### config.mk
export PLATFORM = sky130hd
export DESIGN_NAME = pcxt_audio
export DESIGN_NICKNAME = d
export VERILOG_FILES = /design/src/hw/pcxt_audio_pkg.sv /design/src/hw/sample_settle.sv /design/src/hw/audio_source_scaler.sv /design/src/hw/audio_mixer.sv /design/src/hw/audio_compressor.sv /design/src/hw/pcxt_audio.sv
export SDC_FILE = /design/constraint.sdc
export NUM_CORES = 1
export LEC_CHECK = 0
export BUFFER_PORTS_ARGS = -buffer_cell sky130_fd_sc_hd__buf_2
export CORE_MARGIN = 1
export CORE_UTILIZATION = 55
export CTS_CLUSTER_SIZE = 20
export DETAILED_ROUTE_END_ITERATION = 6
export GPL_ROUTABILITY_DRIVEN = 0
export PLACE_DENSITY = 0.86
export REMOVE_ABC_BUFFERS = 1
export SLEW_MARGIN = 5
export SYNTH_ARGS = -nofsm -noshare
export SYNTH_HDL_FRONTEND = slang
export SYNTH_SLANG_ARGS = --single-unit
### constraint.sdc
create_clock -name clk_chipset -period 4.7 [get_ports clk_chipset]
set_input_delay 0.47 -clock clk_chipset [delete_from_list [all_inputs] [get_ports clk_chipset]]
set_output_delay 0.47 -clock clk_chipset [all_outputs]
set_load 0.1 [all_outputs]
### src/hw/pcxt_audio_pkg.sv
/* PC/XT audio path definitions */

package pcxt_audio_pkg;

	//////////////////////////////
	// Sample and mix widths
	//////////////////////////////

	localparam int SAMPLE_W = 16;
	localparam int MIX_W    = 17;
	localparam int TANDY_W  = 8;
	localparam int VOL_W    = 2;

	// Signed two's complement audio word
	typedef logic signed [SAMPLE_W-1:0] sample_t;

	// One bit of headroom over a sample for the sum
	typedef logic signed [MIX_W-1:0] mix_t;

	// Raw Tandy PSG output, unsigned
	typedef logic [TANDY_W-1:0] tandy_t;

	// Audio boost selection, value 3 behaves like 4x
	typedef enum logic [1:0] {
		BOOST_NONE = 2'd0,
		BOOST_2X   = 2'd1,
		BOOST_4X   = 2'd2
	} boost_t;

	//////////////////////////////
	// Compressor curves
	//////////////////////////////

	// 2x curve: gain A below knee X, slope 1/F above it
	localparam int COMP_F1 = 4;
	localparam int COMP_A1 = 2;
	localparam int COMP_X1 = ((32767 * (COMP_F1 - 1)) / ((COMP_F1 * COMP_A1) - 1)) + 1;
	localparam int COMP_B1 = COMP_X1 * COMP_A1;

	// 4x curve
	localparam int COMP_F2 = 8;
	localparam int COMP_A2 = 4;
	localparam int COMP_X2 = ((32767 * (COMP_F2 - 1)) / ((COMP_F2 * COMP_A2) - 1)) + 1;
	localparam int COMP_B2 = COMP_X2 * COMP_A2;

	// Placement of the small sources inside the mix
	localparam int TANDY_SHIFT   = 4;
	localparam int SPEAKER_SHIFT = 11;

endpackage

### src/hw/sample_settle.sv
/* Sample word settle filter */

`timescale 1ns/1ps

module sample_settle #(
	parameter type payload_t = logic [15:0]
) (
	input  logic     clk_chipset,
	input  logic     reset,
	input  payload_t sample_in,
	output payload_t sample_out
);

	// Two most recent input words
	payload_t history_0;
	payload_t history_1;

	always_ff @(posedge clk_chipset or posedge reset) begin
		if (reset) begin
			history_0  <= '0;
			history_1  <= '0;
			sample_out <= '0;
		end else begin
			history_0 <= sample_in;
			history_1 <= history_0;
			// Only a word seen twice in a row is taken
			if (history_0 == history_1) begin
				sample_out <= history_1;
			end
		end
	end

endmodule

### src/hw/audio_source_scaler.sv
/* Audio source conditioning */

`timescale 1ns/1ps

module audio_source_scaler (
	input  logic                             clk_chipset,
	input  logic                             reset,
	input  pcxt_audio_pkg::sample_t          opl2_sample,
	input  pcxt_audio_pkg::tandy_t           tandy_sample,
	input  logic                             speaker_level,
	input  logic [pcxt_audio_pkg::VOL_W-1:0] speaker_volume,
	input  logic [pcxt_audio_pkg::VOL_W-1:0] tandy_volume,
	output pcxt_audio_pkg::mix_t             opl2_term,
	output pcxt_audio_pkg::mix_t             tandy_term,
	output pcxt_audio_pkg::mix_t             speaker_term
);

	pcxt_audio_pkg::sample_t opl2_settled;
	pcxt_audio_pkg::tandy_t  tandy_settled;

	// Control inputs, first two stages
	logic                             spk_level_d1;
	logic                             spk_level_d2;
	logic [pcxt_audio_pkg::VOL_W-1:0] spk_vol_d1;
	logic [pcxt_audio_pkg::VOL_W-1:0] spk_vol_d2;
	logic [pcxt_audio_pkg::VOL_W-1:0] tandy_vol_d1;
	logic [pcxt_audio_pkg::VOL_W-1:0] tandy_vol_d2;

	// Third stage, in step with the settled samples
	pcxt_audio_pkg::mix_t             speaker_pre;
	logic [pcxt_audio_pkg::VOL_W-1:0] tandy_vol_d3;

	//////////////////////////////
	// Glitch filters
	//////////////////////////////

	sample_settle #(
		.payload_t(pcxt_audio_pkg::sample_t)
	) opl2_settle (
		.clk_chipset(clk_chipset),
		.reset      (reset),
		.sample_in  (opl2_sample),
		.sample_out (opl2_settled)
	);

	sample_settle #(
		.payload_t(pcxt_audio_pkg::tandy_t)
	) tandy_settle (
		.clk_chipset(clk_chipset),
		.reset      (reset),
		.sample_in  (tandy_sample),
		.sample_out (tandy_settled)
	);

	//////////////////////////////
	// Volume and term pipeline
	//////////////////////////////

	always_ff @(posedge clk_chipset or posedge reset) begin
		if (reset) begin
			spk_level_d1 <= 1'b0;
			spk_level_d2 <= 1'b0;
			spk_vol_d1   <= '0;
			spk_vol_d2   <= '0;
			tandy_vol_d1 <= '0;
			tandy_vol_d2 <= '0;
			tandy_vol_d3 <= '0;
			speaker_pre  <= '0;
			opl2_term    <= '0;
			tandy_term   <= '0;
			speaker_term <= '0;
		end else begin
			spk_level_d1 <= speaker_level;
			spk_level_d2 <= spk_level_d1;
			spk_vol_d1   <= speaker_volume;
			spk_vol_d2   <= spk_vol_d1;
			tandy_vol_d1 <= tandy_volume;
			tandy_vol_d2 <= tandy_vol_d1;
			tandy_vol_d3 <= tandy_vol_d2;
			// Low level drives the cone
			speaker_pre  <= spk_level_d2 ? '0 :
				(pcxt_audio_pkg::mix_t'(1) << spk_vol_d2) << pcxt_audio_pkg::SPEAKER_SHIFT;
			opl2_term    <= {opl2_settled[pcxt_audio_pkg::SAMPLE_W-1], opl2_settled};
			tandy_term   <= ({{(pcxt_audio_pkg::MIX_W - pcxt_audio_pkg::TANDY_W){1'b0}},
				tandy_settled} << tandy_vol_d3) << pcxt_audio_pkg::TANDY_SHIFT;
			speaker_term <= speaker_pre;
		end
	end

endmodule

### src/hw/audio_mixer.sv
/* Three source mixer */

`timescale 1ns/1ps

module audio_mixer (
	input  logic                    clk_chipset,
	input  logic                    reset,
	input  pcxt_audio_pkg::mix_t    opl2_term,
	input  pcxt_audio_pkg::mix_t    tandy_term,
	input  pcxt_audio_pkg::mix_t    speaker_term,
	output pcxt_audio_pkg::sample_t mixed
);

	// Raw sum, wraps at 17 bits
	pcxt_audio_pkg::mix_t sum;

	// Top two bits disagree when the sum left 16-bit range
	logic overflow;

	// Saturation limits
	pcxt_audio_pkg::sample_t sat_value;

	assign overflow = sum[pcxt_audio_pkg::MIX_W-1] ^ sum[pcxt_audio_pkg::MIX_W-2];

	// Sign of the sum picks the rail
	assign sat_value = {sum[pcxt_audio_pkg::MIX_W-1],
		{(pcxt_audio_pkg::SAMPLE_W-1){~sum[pcxt_audio_pkg::MIX_W-1]}}};

	//////////////////////////////
	// Sum stage
	//////////////////////////////

	always_ff @(posedge clk_chipset or posedge reset) begin
		if (reset) begin
			sum <= '0;
		end else begin
			sum <= opl2_term + tandy_term + speaker_term;
		end
	end

	//////////////////////////////
	// Clamp stage
	//////////////////////////////

	always_ff @(posedge clk_chipset or posedge reset) begin
		if (reset) begin
			mixed <= '0;
		end else if (overflow) begin
			mixed <= sat_value;
		end else begin
			mixed <= sum[pcxt_audio_pkg::SAMPLE_W-1:0];
		end
	end

endmodule

### src/hw/audio_compressor.sv
/* Audio boost compressor */

`timescale 1ns/1ps

module audio_compressor (
	input  logic                    clk_chipset,
	input  logic                    reset,
	input  pcxt_audio_pkg::sample_t mixed,
	input  pcxt_audio_pkg::boost_t  boost_mode,
	output pcxt_audio_pkg::sample_t audio_out
);

	// Input magnitude with 0x8000 for the most negative value
	logic [pcxt_audio_pkg::SAMPLE_W-1:0] magnitude;

	// Both curves evaluated in parallel
	logic [pcxt_audio_pkg::SAMPLE_W-1:0] curve_2x;
	logic [pcxt_audio_pkg::SAMPLE_W-1:0] curve_4x;
	logic [pcxt_audio_pkg::SAMPLE_W-1:0] shaped;

	// Shaped magnitude with the sign put back
	logic [pcxt_audio_pkg::SAMPLE_W-1:0] boosted;

	logic negative;

	//////////////////////////////
	// Curve shape
	//////////////////////////////

	// Linear gain below the knee and a flat slope above it with 16-bit wrap
	function automatic logic [pcxt_audio_pkg::SAMPLE_W-1:0] apply_curve(
		input logic [pcxt_audio_pkg::SAMPLE_W-1:0] mag,
		input logic [pcxt_audio_pkg::SAMPLE_W-1:0] knee,
		input logic [pcxt_audio_pkg::SAMPLE_W-1:0] gain,
		input logic [pcxt_audio_pkg::SAMPLE_W-1:0] slope_div,
		input logic [pcxt_audio_pkg::SAMPLE_W-1:0] knee_out
	);
		logic [pcxt_audio_pkg::SAMPLE_W-1:0] result;
		if (mag < knee) begin
			result = mag * gain;
		end else begin
			result = ((mag - knee) / slope_div) + knee_out;
		end
		return result;
	endfunction

	assign negative  = mixed[pcxt_audio_pkg::SAMPLE_W-1];
	assign magnitude = negative ? (~mixed + 16'd1) : mixed;

	assign curve_2x = apply_curve(magnitude,
		16'(pcxt_audio_pkg::COMP_X1), 16'(pcxt_audio_pkg::COMP_A1),
		16'(pcxt_audio_pkg::COMP_F1), 16'(pcxt_audio_pkg::COMP_B1));

	assign curve_4x = apply_curve(magnitude,
		16'(pcxt_audio_pkg::COMP_X2), 16'(pcxt_audio_pkg::COMP_A2),
		16'(pcxt_audio_pkg::COMP_F2), 16'(pcxt_audio_pkg::COMP_B2));

	// Modes 2 and 3 both take the 4x curve
	assign shaped  = (boost_mode == pcxt_audio_pkg::BOOST_2X) ? curve_2x : curve_4x;
	assign boosted = negative ? ~(shaped - 16'd1) : shaped;

	//////////////////////////////
	// Output register
	//////////////////////////////

	always_ff @(posedge clk_chipset or posedge reset) begin
		if (reset) begin
			audio_out <= '0;
		end else if (boost_mode == pcxt_audio_pkg::BOOST_NONE) begin
			audio_out <= mixed;
		end else begin
			audio_out <= pcxt_audio_pkg::sample_t'(boosted);
		end
	end

endmodule

### src/hw/pcxt_audio.sv
/* PC/XT audio path top */

`timescale 1ns/1ps

module pcxt_audio (
	input  logic                             clk_chipset,
	input  logic                             reset,
	// Sources
	input  pcxt_audio_pkg::sample_t          opl2_sample,
	input  pcxt_audio_pkg::tandy_t           tandy_sample,
	input  logic                             speaker_level,
	// Settings
	input  logic [pcxt_audio_pkg::VOL_W-1:0] speaker_volume,
	input  logic [pcxt_audio_pkg::VOL_W-1:0] tandy_volume,
	input  pcxt_audio_pkg::boost_t           boost_mode,
	// Mixed and boosted result, 7 clocks behind the inputs
	output pcxt_audio_pkg::sample_t          audio_out
);

	// Terms from the input side, 4 clocks in
	pcxt_audio_pkg::mix_t opl2_term;
	pcxt_audio_pkg::mix_t tandy_term;
	pcxt_audio_pkg::mix_t speaker_term;

	// Clamped sum, 6 clocks in
	pcxt_audio_pkg::sample_t mixed;

	//////////////////////////////
	// Input side
	//////////////////////////////

	audio_source_scaler source_scaler (
		.clk_chipset   (clk_chipset),
		.reset         (reset),
		.opl2_sample   (opl2_sample),
		.tandy_sample  (tandy_sample),
		.speaker_level (speaker_level),
		.speaker_volume(speaker_volume),
		.tandy_volume  (tandy_volume),
		.opl2_term     (opl2_term),
		.tandy_term    (tandy_term),
		.speaker_term  (speaker_term)
	);

	//////////////////////////////
	// Sum and clamp
	//////////////////////////////

	audio_mixer mixer (
		.clk_chipset (clk_chipset),
		.reset       (reset),
		.opl2_term   (opl2_term),
		.tandy_term  (tandy_term),
		.speaker_term(speaker_term),
		.mixed       (mixed)
	);

	//////////////////////////////
	// Output side
	//////////////////////////////

	audio_compressor compressor (
		.clk_chipset(clk_chipset),
		.reset      (reset),
		.mixed      (mixed),
		.boost_mode (boost_mode),
		.audio_out  (audio_out)
	);

endmodule

Word-level counts from Yosys, hierarchy flattened
Index checks and enable logic that the tools add are counted.
{"block": "classes", "shift": 2, "n_mux": 8, "bitwise_logic": 4, "n_eq_ne": 3, "addsub": 8, "order_cmp": 2, "n_reduce_logical": 1}
{"operator": "$mux W16", "count": 7}
{"operator": "$not A16 Y16", "count": 2}
{"operator": "$add A16 B17 Y17", "count": 1}
{"operator": "$add A17 B17 Y17", "count": 1}
{"operator": "$mux W17", "count": 1}
{"operator": "$add A13 B15 Y16 const B", "count": 1}
{"operator": "$add A14 B15 Y16 const B", "count": 1}
{"operator": "$add A16 B1 Y16 const B", "count": 1}
{"operator": "$eq A16 B16 Y1", "count": 1}
{"operator": "$lt A16 B13 Y1 const B", "count": 1}
{"operator": "$lt A16 B14 Y1 const B", "count": 1}
{"operator": "$sub A16 B1 Y16 const B", "count": 1}
{"operator": "$sub A16 B13 Y16 const B", "count": 1}
{"operator": "$sub A16 B14 Y16 const B", "count": 1}
{"operator": "$shl A8 B2 Y13", "count": 1}
{"operator": "$eq A8 B8 Y1", "count": 1}
{"operator": "$shl A1 B2 Y6 const A", "count": 1}
{"operator": "$eq A2 B1 Y1 const B", "count": 1}
{"operator": "$logic_not A2 Y1", "count": 1}
{"operator": "$not A1 Y1", "count": 1}
{"operator": "$xor A1 B1 Y1", "count": 1}
{"block": "totals", "in_bits": 33, "elab_cells": 48, "out_inout_bits": 16, "regBits": 196}

Longest topological paths before layout
Gate-level depths: netlist (run 1).
{"block": "depth", "word_depth": 11, "ltp_mapped": 23, "depth_no_buf": 20}

Modules after synthesis
From an unflattened synthesis (run 1), not the netlist that was laid out.
{"block": "hier_totals", "hier_cells": 931, "hier_area_um2": 9835.7}
{"module": "audio_compressor", "seq_area_each_um2": 400.4, "n_inst": 1, "cells_each": 511, "area_per_inst_um2": 3698.5}
{"module": "audio_mixer", "seq_area_each_um2": 825.8, "n_inst": 1, "cells_each": 194, "area_per_inst_um2": 2188.3}
{"module": "sample_settle (source_scaler.opl2_settle)", "seq_area_each_um2": 1201.2, "n_inst": 1, "cells_each": 87, "area_per_inst_um2": 1617.8}
{"module": "audio_source_scaler", "seq_area_each_um2": 1176.1, "n_inst": 1, "cells_each": 95, "area_per_inst_um2": 1550.2}
{"module": "sample_settle (source_scaler.tandy_settle)", "seq_area_each_um2": 600.6, "n_inst": 1, "cells_each": 44, "area_per_inst_um2": 780.7}

Least setup slack after synthesis (run 1)
Ideal clock, no wire load.
{"block": "synth_path", "path_type": "register to register", "startpoint": "reg mixer.mixed[0]", "endpoint": "reg compressor.audio_out[14]", "path_buffers": 2, "arrival_ns": 4.634, "period_less_slack_ns": 4.720, "slack_ns": -0.020, "path_stages_with_launch": 23, "setup_time_ns": 0.087, "required_ns": 4.613, "cell_sequence": "dfrtp_1 > clkbuf_1 > inv_1 > ha_1 > clkbuf_1 > nor3b_1 > o211ai_1 > ha_1 > nor4bb_1 > a21o_1 > xnor3_1 > inv_1 > ha_1 > inv_1 > o21ai_0 > a311oi_1 > a21oi_1 > nor4_1 > nor3_1 > a221o_1 > o2111ai_1 > o221ai_1 > a211oi_2"}
{"block": "synth_via", "elab_chain_len": 11, "word_cells_on_any_way": 16, "classes_between": "6 x add/sub; 2 x order compare; 6 x mux; 2 x bitwise"}
{"element": "start, declared", "line": "audio_mixer.sv:11", "text": "output pcxt_audio_pkg::sample_t mixed"}
{"element": "start signal, assigned", "line": "audio_mixer.sv:49", "text": "mixed <= sat_value;"}
{"element": "start signal, assigned", "line": "audio_mixer.sv:51", "text": "mixed <= sum[pcxt_audio_pkg::SAMPLE_W-1:0];"}
{"element": "$not A16 Y16", "line": "audio_compressor.sv:48", "text": "assign magnitude = negative ? (~mixed + 16'd1) : mixed;"}
{"element": "$add A16 B1 Y16", "line": "audio_compressor.sv:48"}
{"element": "$mux W16 *", "line": "audio_compressor.sv:48"}
{"element": "$sub A16 B13 Y16 / $sub A16 B14 Y16 (equally long branches)", "line": "audio_compressor.sv:42", "text": "result = ((mag - knee) / slope_div) + knee_out;"}
{"element": "$add A13 B15 Y16 / $add A14 B15 Y16 (equally long branches)", "line": "audio_compressor.sv:42"}
{"element": "$mux W16", "line": "audio_compressor.sv:39", "text": "if (mag < knee) begin"}
{"element": "$mux W16 *", "line": "audio_compressor.sv:59", "text": "assign shaped = (boost_mode == pcxt_audio_pkg::BOOST_2X) ? curve_2x : curve_4x;"}
{"element": "$sub A16 B1 Y16", "line": "audio_compressor.sv:60", "text": "assign boosted = negative ? ~(shaped - 16'd1) : shaped;"}
{"element": "$not A16 Y16", "line": "audio_compressor.sv:60"}
{"element": "$mux W16 *", "line": "audio_compressor.sv:60"}
{"element": "$mux W16 *", "line": "audio_compressor.sv:69", "text": "end else if (boost_mode == pcxt_audio_pkg::BOOST_NONE) begin"}
{"element": "end signal, assigned", "line": "audio_compressor.sv:70", "text": "audio_out <= mixed;"}
{"element": "end signal, assigned", "line": "audio_compressor.sv:72", "text": "audio_out <= pcxt_audio_pkg::sample_t'(boosted);"}
{"element": "end, declared", "line": "audio_compressor.sv:10", "text": "output pcxt_audio_pkg::sample_t audio_out"}
Every way passes the cells marked *; elsewhere a longest branch is shown, timed or not.
A chain may end at the register's enable or synchronous reset.

Final worst setup path (run 1)
{"block": "layout_path", "startpoint": "reg mixer.mixed[15]", "endpoint": "reg compressor.audio_out[11]"}
{"block": "layout_via", "elab_chain_len": 10, "word_cells_on_any_way": 16, "classes_between": "6 x add/sub; 2 x order compare; 6 x mux; 2 x bitwise"}
{"element": "$not A16 Y16", "line": "audio_compressor.sv:48"}
{"element": "$add A16 B1 Y16", "line": "audio_compressor.sv:48"}
{"element": "$mux W16", "line": "audio_compressor.sv:48"}
{"element": "$lt A16 B13 Y1 / $lt A16 B14 Y1 (equally long branches)", "line": "audio_compressor.sv:39"}
{"element": "$mux W16", "line": "audio_compressor.sv:39"}
{"element": "$mux W16", "line": "audio_compressor.sv:59"}
{"element": "$sub A16 B1 Y16", "line": "audio_compressor.sv:60"}
{"element": "$not A16 Y16", "line": "audio_compressor.sv:60"}
{"element": "$mux W16 *", "line": "audio_compressor.sv:60"}
{"element": "$mux W16 *", "line": "audio_compressor.sv:69"}
Marked as above.

==> results of run 1 <==
==> registers in the layout, indices dropped and copies added (netlist names) <==
| register | count |
|---|---|
| source_scaler.tandy_settle.history_0 | 8 |
| source_scaler.tandy_vol_d3 | 2 |
| source_scaler.opl2_term | 16 |
| source_scaler.opl2_settle.history_0 | 16 |
| source_scaler.spk_vol_d1 | 2 |
| source_scaler.tandy_vol_d2 | 2 |
| source_scaler.tandy_vol_d1 | 2 |
| source_scaler.tandy_settle.sample_out | 8 |
| source_scaler.spk_level_d2 | 1 |
| source_scaler.spk_level_d1 | 1 |
| source_scaler.tandy_settle.history_1 | 8 |
| source_scaler.speaker_pre | 4 |
| source_scaler.opl2_settle.sample_out | 16 |
| mixer.sum | 17 |
| source_scaler.spk_vol_d2 | 2 |
| compressor.audio_out | 16 |
| mixer.mixed | 16 |
| source_scaler.opl2_settle.history_1 | 16 |
| source_scaler.tandy_term | 11 |
| source_scaler.speaker_term | 4 |
==> report_power, final <==
group | switching [mW] | internal, mW
Sequential | 0.0852 | 1.55
Clock | 0.681 | 0.779
Combinational | 0.856 | 0.446
==> stage by stage <==
step,instances,instance area [um^2],setup TNS [ns],hold slack (ns)
after global placement,1120,9710,0,0.331
after floorplan,801,8780,-53.43,0.331
final,1162,10600,0,0.130
after CTS,1153,10400,0,0.120
after detailed placement,1120,9710,-0.129,0.335
after global routing,1162,10600,-0.220,0.119
==> worst max-delay path by stage <==
stage | startpoint | end | slack [ns] | depth (start not counted)
after floorplan | reset | compressor.audio_out[0] | -0.32 | 1
after global placement | mixer.mixed[0] | compressor.audio_out[15] | 0.12 | 19
after detailed placement | mixer.mixed[0] | compressor.audio_out[15] | -0.07 | 20
after CTS | mixer.mixed[1] | compressor.audio_out[14] | 0.02 | 20
after global routing | mixer.mixed[0] | compressor.audio_out[14] | -0.10 | 20
final | mixer.mixed[15] | compressor.audio_out[11] | 0.16 | 14
==> kinds of logic (layout without fill, tap and decap cells) <==
family,count (synthesis),after routing
DFF,168,168
xor gates and xnor gates,80,80
and+or+nand+nor,235,235
muxes,45,45
adders and majority gates,32,32
buffers and inverters,68,164
AOI/OAI and AO/OA,222,222
==> synth_stat cells, drive strengths merged, types with 4 or more instances <==
cell	number	area, um^2
a211oi	11	103
a21o	23	173
a21oi	53	269
a221oi	6	65.1
a22oi	5	37.5
a31oi	8	50.1
a41oi	5	43.8
and2	5	31.3
and3	9	56.3
buf	19	114
clkbuf	30	113
dfrtp	168	4200
fa	5	100
ha	27	338
inv	18	67.6
mux2	26	293
mux2i	19	190
nand2	48	180
nand2b	11	68.8
nand3	15	75.1
nand4	8	65.1
nor2	56	210
nor2b	8	50.1
nor3	18	106
nor3b	4	30.0
nor4	21	146
o2111ai	5	43.8
o211ai	8	60.1
o21a	5	37.5
o21ai	32	171
o21bai	7	52.6
o31a	4	35.0
o31ai	9	77.6
or2	5	31.3
or3	9	56.3
or4	4	30.0
xnor2	47	412
xor2	32	280
==> layer usage <==
metal	wire [um]	global-route usage, %
met3	1740	5.54
met1	8720	35.3
met5	0	0
met2	11200	46.0
met4	954	14.6
==> layout make-up <==
cell class / count / share of cell area, %
Clock buffer: 17 / 4.02
Clock inverter: 15 / 2.14
Inverter: 19 / 0.757
Multi-Input combinational cell: 614 / 43.9
Sequential cell: 168 / 39.8
Tap cell: 216 / 2.55
Timing Repair Buffer: 113 / 6.88
==> worst register-to-register path, stage by stage (launching register included) <==
cell and delay, ns:
sky130_fd_sc_hd__dfrtp_1 0.48, sky130_fd_sc_hd__buf_4 0.39, sky130_fd_sc_hd__clkinvlp_4 0.31, sky130_fd_sc_hd__nor4_2 0.49, sky130_fd_sc_hd__a221o_2 0.30, sky130_fd_sc_hd__buf_4 0.20, sky130_fd_sc_hd__nand2_1 0.14, sky130_fd_sc_hd__or3_1 0.39
sky130_fd_sc_hd__a221oi_1 0.27, sky130_fd_sc_hd__o211ai_1 0.20, sky130_fd_sc_hd__nor3_4 0.39, sky130_fd_sc_hd__nand3_1 0.28, sky130_fd_sc_hd__o21ai_1 0.22, sky130_fd_sc_hd__xor2_1 0.18, sky130_fd_sc_hd__o21ai_0 0.11
==> what timing repair did <==
action,4_1_cts,5_1_grt
cloned,0,0
setup endpoints to repair,5,9
pin swaps,2,8
gates resized for setup,4,30
buffers inserted,1,9
==> summary by stage, run 1 <==
Layout
For this run, the post-layout net count is 998. The final antenna diode count is 0. Once layout is complete, the utilization of the core stands at 66.4%.

Leaving out fill and tap cells, the most frequent cell in the layout is sky130_fd_sc_hd__dfrtp_1. The filler cells instantiated in the layout total 1124. The area added between synthesis and finish is 17.4%.

The fraction of final layout cells sized beyond drive strength 1 is 24.0%. Summing all multi-input logic gate instances after layout gives 4640 um^2. The library cells used most frequently in the layout, excluding fill and tap cells, are 166 x sky130_fd_sc_hd__dfrtp_1, 65 x sky130_fd_sc_hd__buf_4, 55 x sky130_fd_sc_hd__nor2_1, 49 x sky130_fd_sc_hd__a21oi_1. The storage element area is 4210 um^2.

Drt
The via density per instance is 6.29. The violation count after the first detailed-routing iteration is 855. The total detailed-routing wirelength is 22600 um. The pre-antenna-repair detailed-routing pass consisted of 5 iterations. The via count is 7314.

In this run the remaining antenna-violating nets after routing total 0. The count of unresolved DRC violations after routing is 0. After detailed routing, the average wire length per cell comes to 19.4 um.

STA
The count of endpoints failing hold in the final timing report is 0. The number of max-slew violations in the final report is 0. Counting I/O delays and the setup requirement, the final critical path takes 4.54 ns. The slew at the pin closest to its max-slew limit is 1.06 ns.

The post-route clock period utilization is 96.5%. Clock skew on the completed layout was measured at 0.0156 ns. Setup violations remaining at the end of the flow were counted as 0. The worst setup margin is 0.164 ns. Timing would allow up to 220 MHz.

The worst relative slew slack is 29.1%.

Synthesis
The synthesized-area fraction occupied by adder cells is 4.86%. The largest family of logic cells by synthesized area is compound AO/OA/AOI/OAI gates. Summing the areas of all xor and xnor instances in the mapped netlist gives 7.93% of the synthesized area.

The average footprint of a synthesized cell is 10.6 um^2. The area fraction in and, or, nand and nor cells after synthesis is 14.1%. The synthesized netlist occupies a cell area of 9010 um^2. The multiplexer fraction of the synthesized cell area is 5.36%.

The flip-flop and latch count after synthesis is 168. The number of instances in the synthesized netlist is 850. The synthesized netlist devotes 17.8% of its cell area to compound gates.

The synthesized design contains 0 enable-type register cells. The count of different cell masters after synthesis is 89. The portion of the post-synthesis area used by sequential elements is 46.7%. For this run, asynchronously set or reset flops after synthesis account for 100%. For this run, the number of Yosys warnings is 0. The flip-flop cell with the highest count after synthesis is sky130_fd_sc_hd__dfrtp_1.

Hold path
The startpoint identified for the worst hold timing path is tandy_volume[0]. The path with the worst hold slack has its endpoint at source_scaler.tandy_vol_d1[0]. The path type of the worst min-delay path is input port to flop. The depth of the worst hold-timing path is 1.

Setup path
The category of the worst setup path capture point is a flop. The type of origin of the critical path is a flop. The cell class contributing the biggest share of worst-path delay is simple AND/OR/NAND/NOR gates. The kind of critical path is flop to flop. Together, buffers and inverters on the worst path number 3. The cell type of the slowest stage on the worst timing path is sky130_fd_sc_hd__nor4_2.

For the worst setup path, the data required time is 4.96 ns. Across all register-to-register paths, the minimum setup slack is 0.16 ns. Traced cell by cell, the critical path runs through buf_4, clkinvlp_4, nor4_2, a221o_2, buf_4, nand2_1, or3_1, a221oi_1, o211ai_1, nor3_4, nand3_1, o21ai_1, xor2_1, o21ai_0. STA puts the critical path data arrival time at 4.80 ns.

The highest cell delay on the worst timing path is 0.49 ns. The maximum fanout count along the critical path is 30. The worst reg2reg path endpoint is compressor.audio_out[11]. In this design, the critical path's most frequently occurring cell is sky130_fd_sc_hd__buf_4.

The number of cell instances on the worst register-to-register path is 14. The start of the worst register-to-register path is mixer.mixed[15].

Global routing
The number of antenna violations at the first check in global routing is 0. The via count of the first global-routing pass came to 6898. Entering global routing, the biggest net connects 90 pins. The global-route congestion overflow total is 0.

The global-route total usage across every layer is 28.0%. The first global-routing pass estimated 35300 um of wire.

Clocking
The H-tree was split into 4 levels. TritonCTS built the clock tree. After clock tree synthesis, the clock-pin slew on the worst setup and hold paths is 0.08 ns. The clock reaches the later pin of the worst-skew pair after 0.44 ns. TritonCTS created 17 clock buffers. The hold buffer count at CTS is 0.

For this design, the sink count on the clock tree is 168. The largest buffer count on any clock path is 2. The buffer type at the clock tree root is sky130_fd_sc_hd__clkbuf_16.

Die
From bottom edge to top edge, the die measures 130 um. The placement row count is 46. The initial utilization of the core area, before any placement, comes to 56.5%. The number of placed I/O pins is 49. The core region is 15900 um^2. The width of the die is 130 um. The full die area is 16900 um^2.

Status
The run finished with clean final reports.

Pwr
The leakage dissipation is 4.99 nW. The power density over the cells is 416 nW/um^2. The overall power is 4.40 mW. Across the VDD grid, the largest voltage drop is 0.372 mV.

Job
The reported max-cap violation count is 0.

Place
The count of buffers added on input and output ports is 48. OpenSTA, run right after detailed placement, puts the worst setup slack at -0.0661 ns. The placed wire-length estimate after detailed placement is 15600 um.
Power figures use the tool's default switching activity.
==> inputs of run 2 (changes only) <==
- CELL_PAD_IN_SITES_DETAIL_PLACEMENT: not set -> 0
- CELL_PAD_IN_SITES_GLOBAL_PLACEMENT: not set -> 1
- CORE_UTILIZATION: 55 -> 44
==> run 2 against run 1 <==
  * Design area is 1.5% higher
  * Critical path type unchanged
  * Total power decreased by 0.17%
  * Critical endpoint is now compressor.audio_out[6]
  * Utilization shrank 12 points
  * First-iteration DRC count shrank 30%
  * Worst setup slack improved by 0.062 ns
  * Critical path depth grew 3
  * Largest power group unchanged
  * Fmax is 1.4% higher
==> summary by stage, run 2 (synthesis results as in run 1) <==
Status
The run finished with clean final reports.

Layout
The finished cells cover 10700 um^2. In the layout the commonest cells are 167 x sky130_fd_sc_hd__dfrtp_1, 85 x sky130_fd_sc_hd__buf_4, 55 x sky130_fd_sc_hd__nor2_1, 51 x sky130_fd_sc_hd__a21oi_1. The final antenna diode count is 0.

The number of non-filler instances in the completed layout is 1232. The number of flip-flops in the largest register is 17. For this run, the post-layout net count is 1019. The area added between synthesis and finish is 19.2%. The final cell utilization of the core is 54.3%.

The fraction of final layout cells sized beyond drive strength 1 is 25.0%. The top register by number of flip-flops is mixer.sum. The most common library cell in the layout ignoring fill and taps is sky130_fd_sc_hd__dfrtp_1.

STA
Measured against its own limit, the worst slew margin works out to 29.3%. The tightest hold path in the finished design has a slack of 0.133 ns. The final setup violation count is 0.

The count of endpoints failing hold in the final timing report is 0. After layout, the worst setup slack is 0.226 ns. The number of max-slew violations in the final report is 0. Derived from the worst setup path, the maximum achievable clock frequency is 224 MHz.

Between clock sinks in the finished design, the worst skew comes to 0.0263 ns. The post-route clock period utilization is 95.2%. The post-layout minimum cycle time is 4.47 ns.

At the pin with the least slew margin, the transition time is 1.06 ns.

Setup path
The cell type of the slowest stage on the worst timing path is sky130_fd_sc_hd__or4b_4. The kind of cell with the highest combined delay along the critical path is compound AO/OA/AOI/OAI gates. The worst setup path is launched from a flop.

Data on the critical path is required at its endpoint by 4.98 ns. STA classifies the critical path endpoint as a flop. The sum of buffers and inverters on the critical path is 4. Along the worst path, the maximum fanout reaches 9. The highest cell delay on the worst timing path is 0.56 ns. The critical path goes through inv_1, ha_1, or4b_4, o41a_1, o311a_2, a21o_1, buf_4, a21oi_2, or3_1, o21ai_0, buf_4, inv_1, ha_1, nand2_1, o31a_1, xnor2_1, a21oi_1. The critical path is of the flop to flop type. The data arrival time at the worst-slack endpoint is 4.75 ns.

Place
Detailed placement finished with a half-perimeter wire length of 16100 um. Port buffering added 48 buffers. The setup slack at placement is 0.112 ns.

The number of placed instances, taps included, is 1196. The total cell area at the placement stage is 9970 um^2.

Hold path
The worst hold path belongs to the class input port to flop.

Clocking
The depth of the CTS H-tree is 4. The hold buffer count at CTS is 0. TritonCTS built the clock tree.

The number of buffers added by the clock tree synthesis step is 17. The tree is rooted in a sky130_fd_sc_hd__clkbuf_16. The clock drives 168 sinks. The largest buffer count on any clock path is 2. Clock-pin slew was measured on the worst setup and hold paths at 0.08 ns. The clock reaches the later pin of the worst-skew pair after 0.44 ns.

Drt
The number of nets still failing antenna checks after routing is 0. The count of unresolved DRC violations after routing is 0. The number of iterations in the first detailed-routing pass is 5. After the first detailed-routing iteration, the DRC count stood at 596. The via count is 7109. After detailed routing, the number of vias per cell comes to 5.77. In the final routed layout, each cell accounts on average for 17.7 um. The total detailed-routing wirelength is 21800 um.

Global routing
The first global-routing pass estimated 35700 um of wire. The number of antenna violations at the first check in global routing is 0. The global-route total usage across every layer is 21.5%.

Entering global routing, the biggest net connects 108 pins. The via count of the first global-routing pass came to 6829. For this run the aggregate overflow at the end of global routing stands at 0.

Job
The reported max-cap violation count is 0.

Die
The die is 145 um tall. The die covers 21000 um^2. For this design the top-level I/O count stands at 49. From left edge to right edge, the die measures 145 um. The effective utilization at floorplan is 45.5%.

The core region is 19800 um^2. The placement row count is 51.

Pwr
For this design the ratio of total power to cell area is 409 nW/um^2. The maximum resistive drop on vdd is 0.297 mV. Summed over all cells, the static leakage comes to 5.06 nW.
## run 2: changes by cell type in the layout (fill, tap and decap cells not counted), sizes merged
| cell | delta |
|---|---|
| clkinvlp | -2 |
| buf | +21 |
| clkinv | -1 |
| bufinv | -1 |
| inv | +4 |
## run 2: layer usage
layer | up-vias | global-route usage, % | routed length [um]
li1 | 3317 | - | -
met1 | 3512 | 28.6 | 9370
met2 | 253 | 36.9 | 10900
met3 | 27 | 2.45 | 1220
met4 | 0 | 5.95 | 336
met5 | - | 0 | 0
## run 2: area by class of cell
class | instances | area (um^2)
clock buffers | 17 | 425
clock inverters | 15 | 211
fillers | 1720 | 9040
inverters | 19 | 76.3
multi-input cells | 614 | 4600
flip-flops and latches | 168 | 4210
well taps | 265 | 332
repair buffers | 134 | 890
## run 2: power breakdown
part / switching (mW) / total (mW) / internal (mW)
registers: 0.0744 / 1.62 / 1.55
clock network: 0.699 / 1.44 / 0.739
logic: 0.854 / 1.33 / 0.474
total: 1.63 / 4.39 / 2.76
## run 2: per-stage QoR
| step | TNS (ns) | power (mW) |
|---|---|---|
| floorplan | -53.43 | 2.50 |
| global placement | 0 | 2.90 |
| detailed placement | 0 | 2.92 |
| CTS | 0 | 4.37 |
| global route | -0.145 | 4.59 |
| finish | 0 | 4.39 |
## run 2: what timing repair did
item / in CTS / in global routing
endpoints found under the setup margin: 0 / 10
setup buffers: 0 / 4
gates resized for setup: 0 / 25
## run 2: path summary, 6_finish.rpt
kind / end / cells after the start / start / slack, ns
min in group asynchronous: source_scaler.tandy_settle.history_0[0] / 2 / reset / 0.25
max in group asynchronous: mixer.sum[1] / 3 / reset / 3.49
min reg2reg: source_scaler.tandy_vol_d2[1] / 0 / source_scaler.tandy_vol_d1[1] / 0.34
max: compressor.audio_out[6] / 17 / mixer.mixed[1] / 0.23
min: source_scaler.tandy_vol_d1[0] / 1 / tandy_volume[0] / 0.13
max reg2reg: compressor.audio_out[6] / 17 / mixer.mixed[1] / 0.23
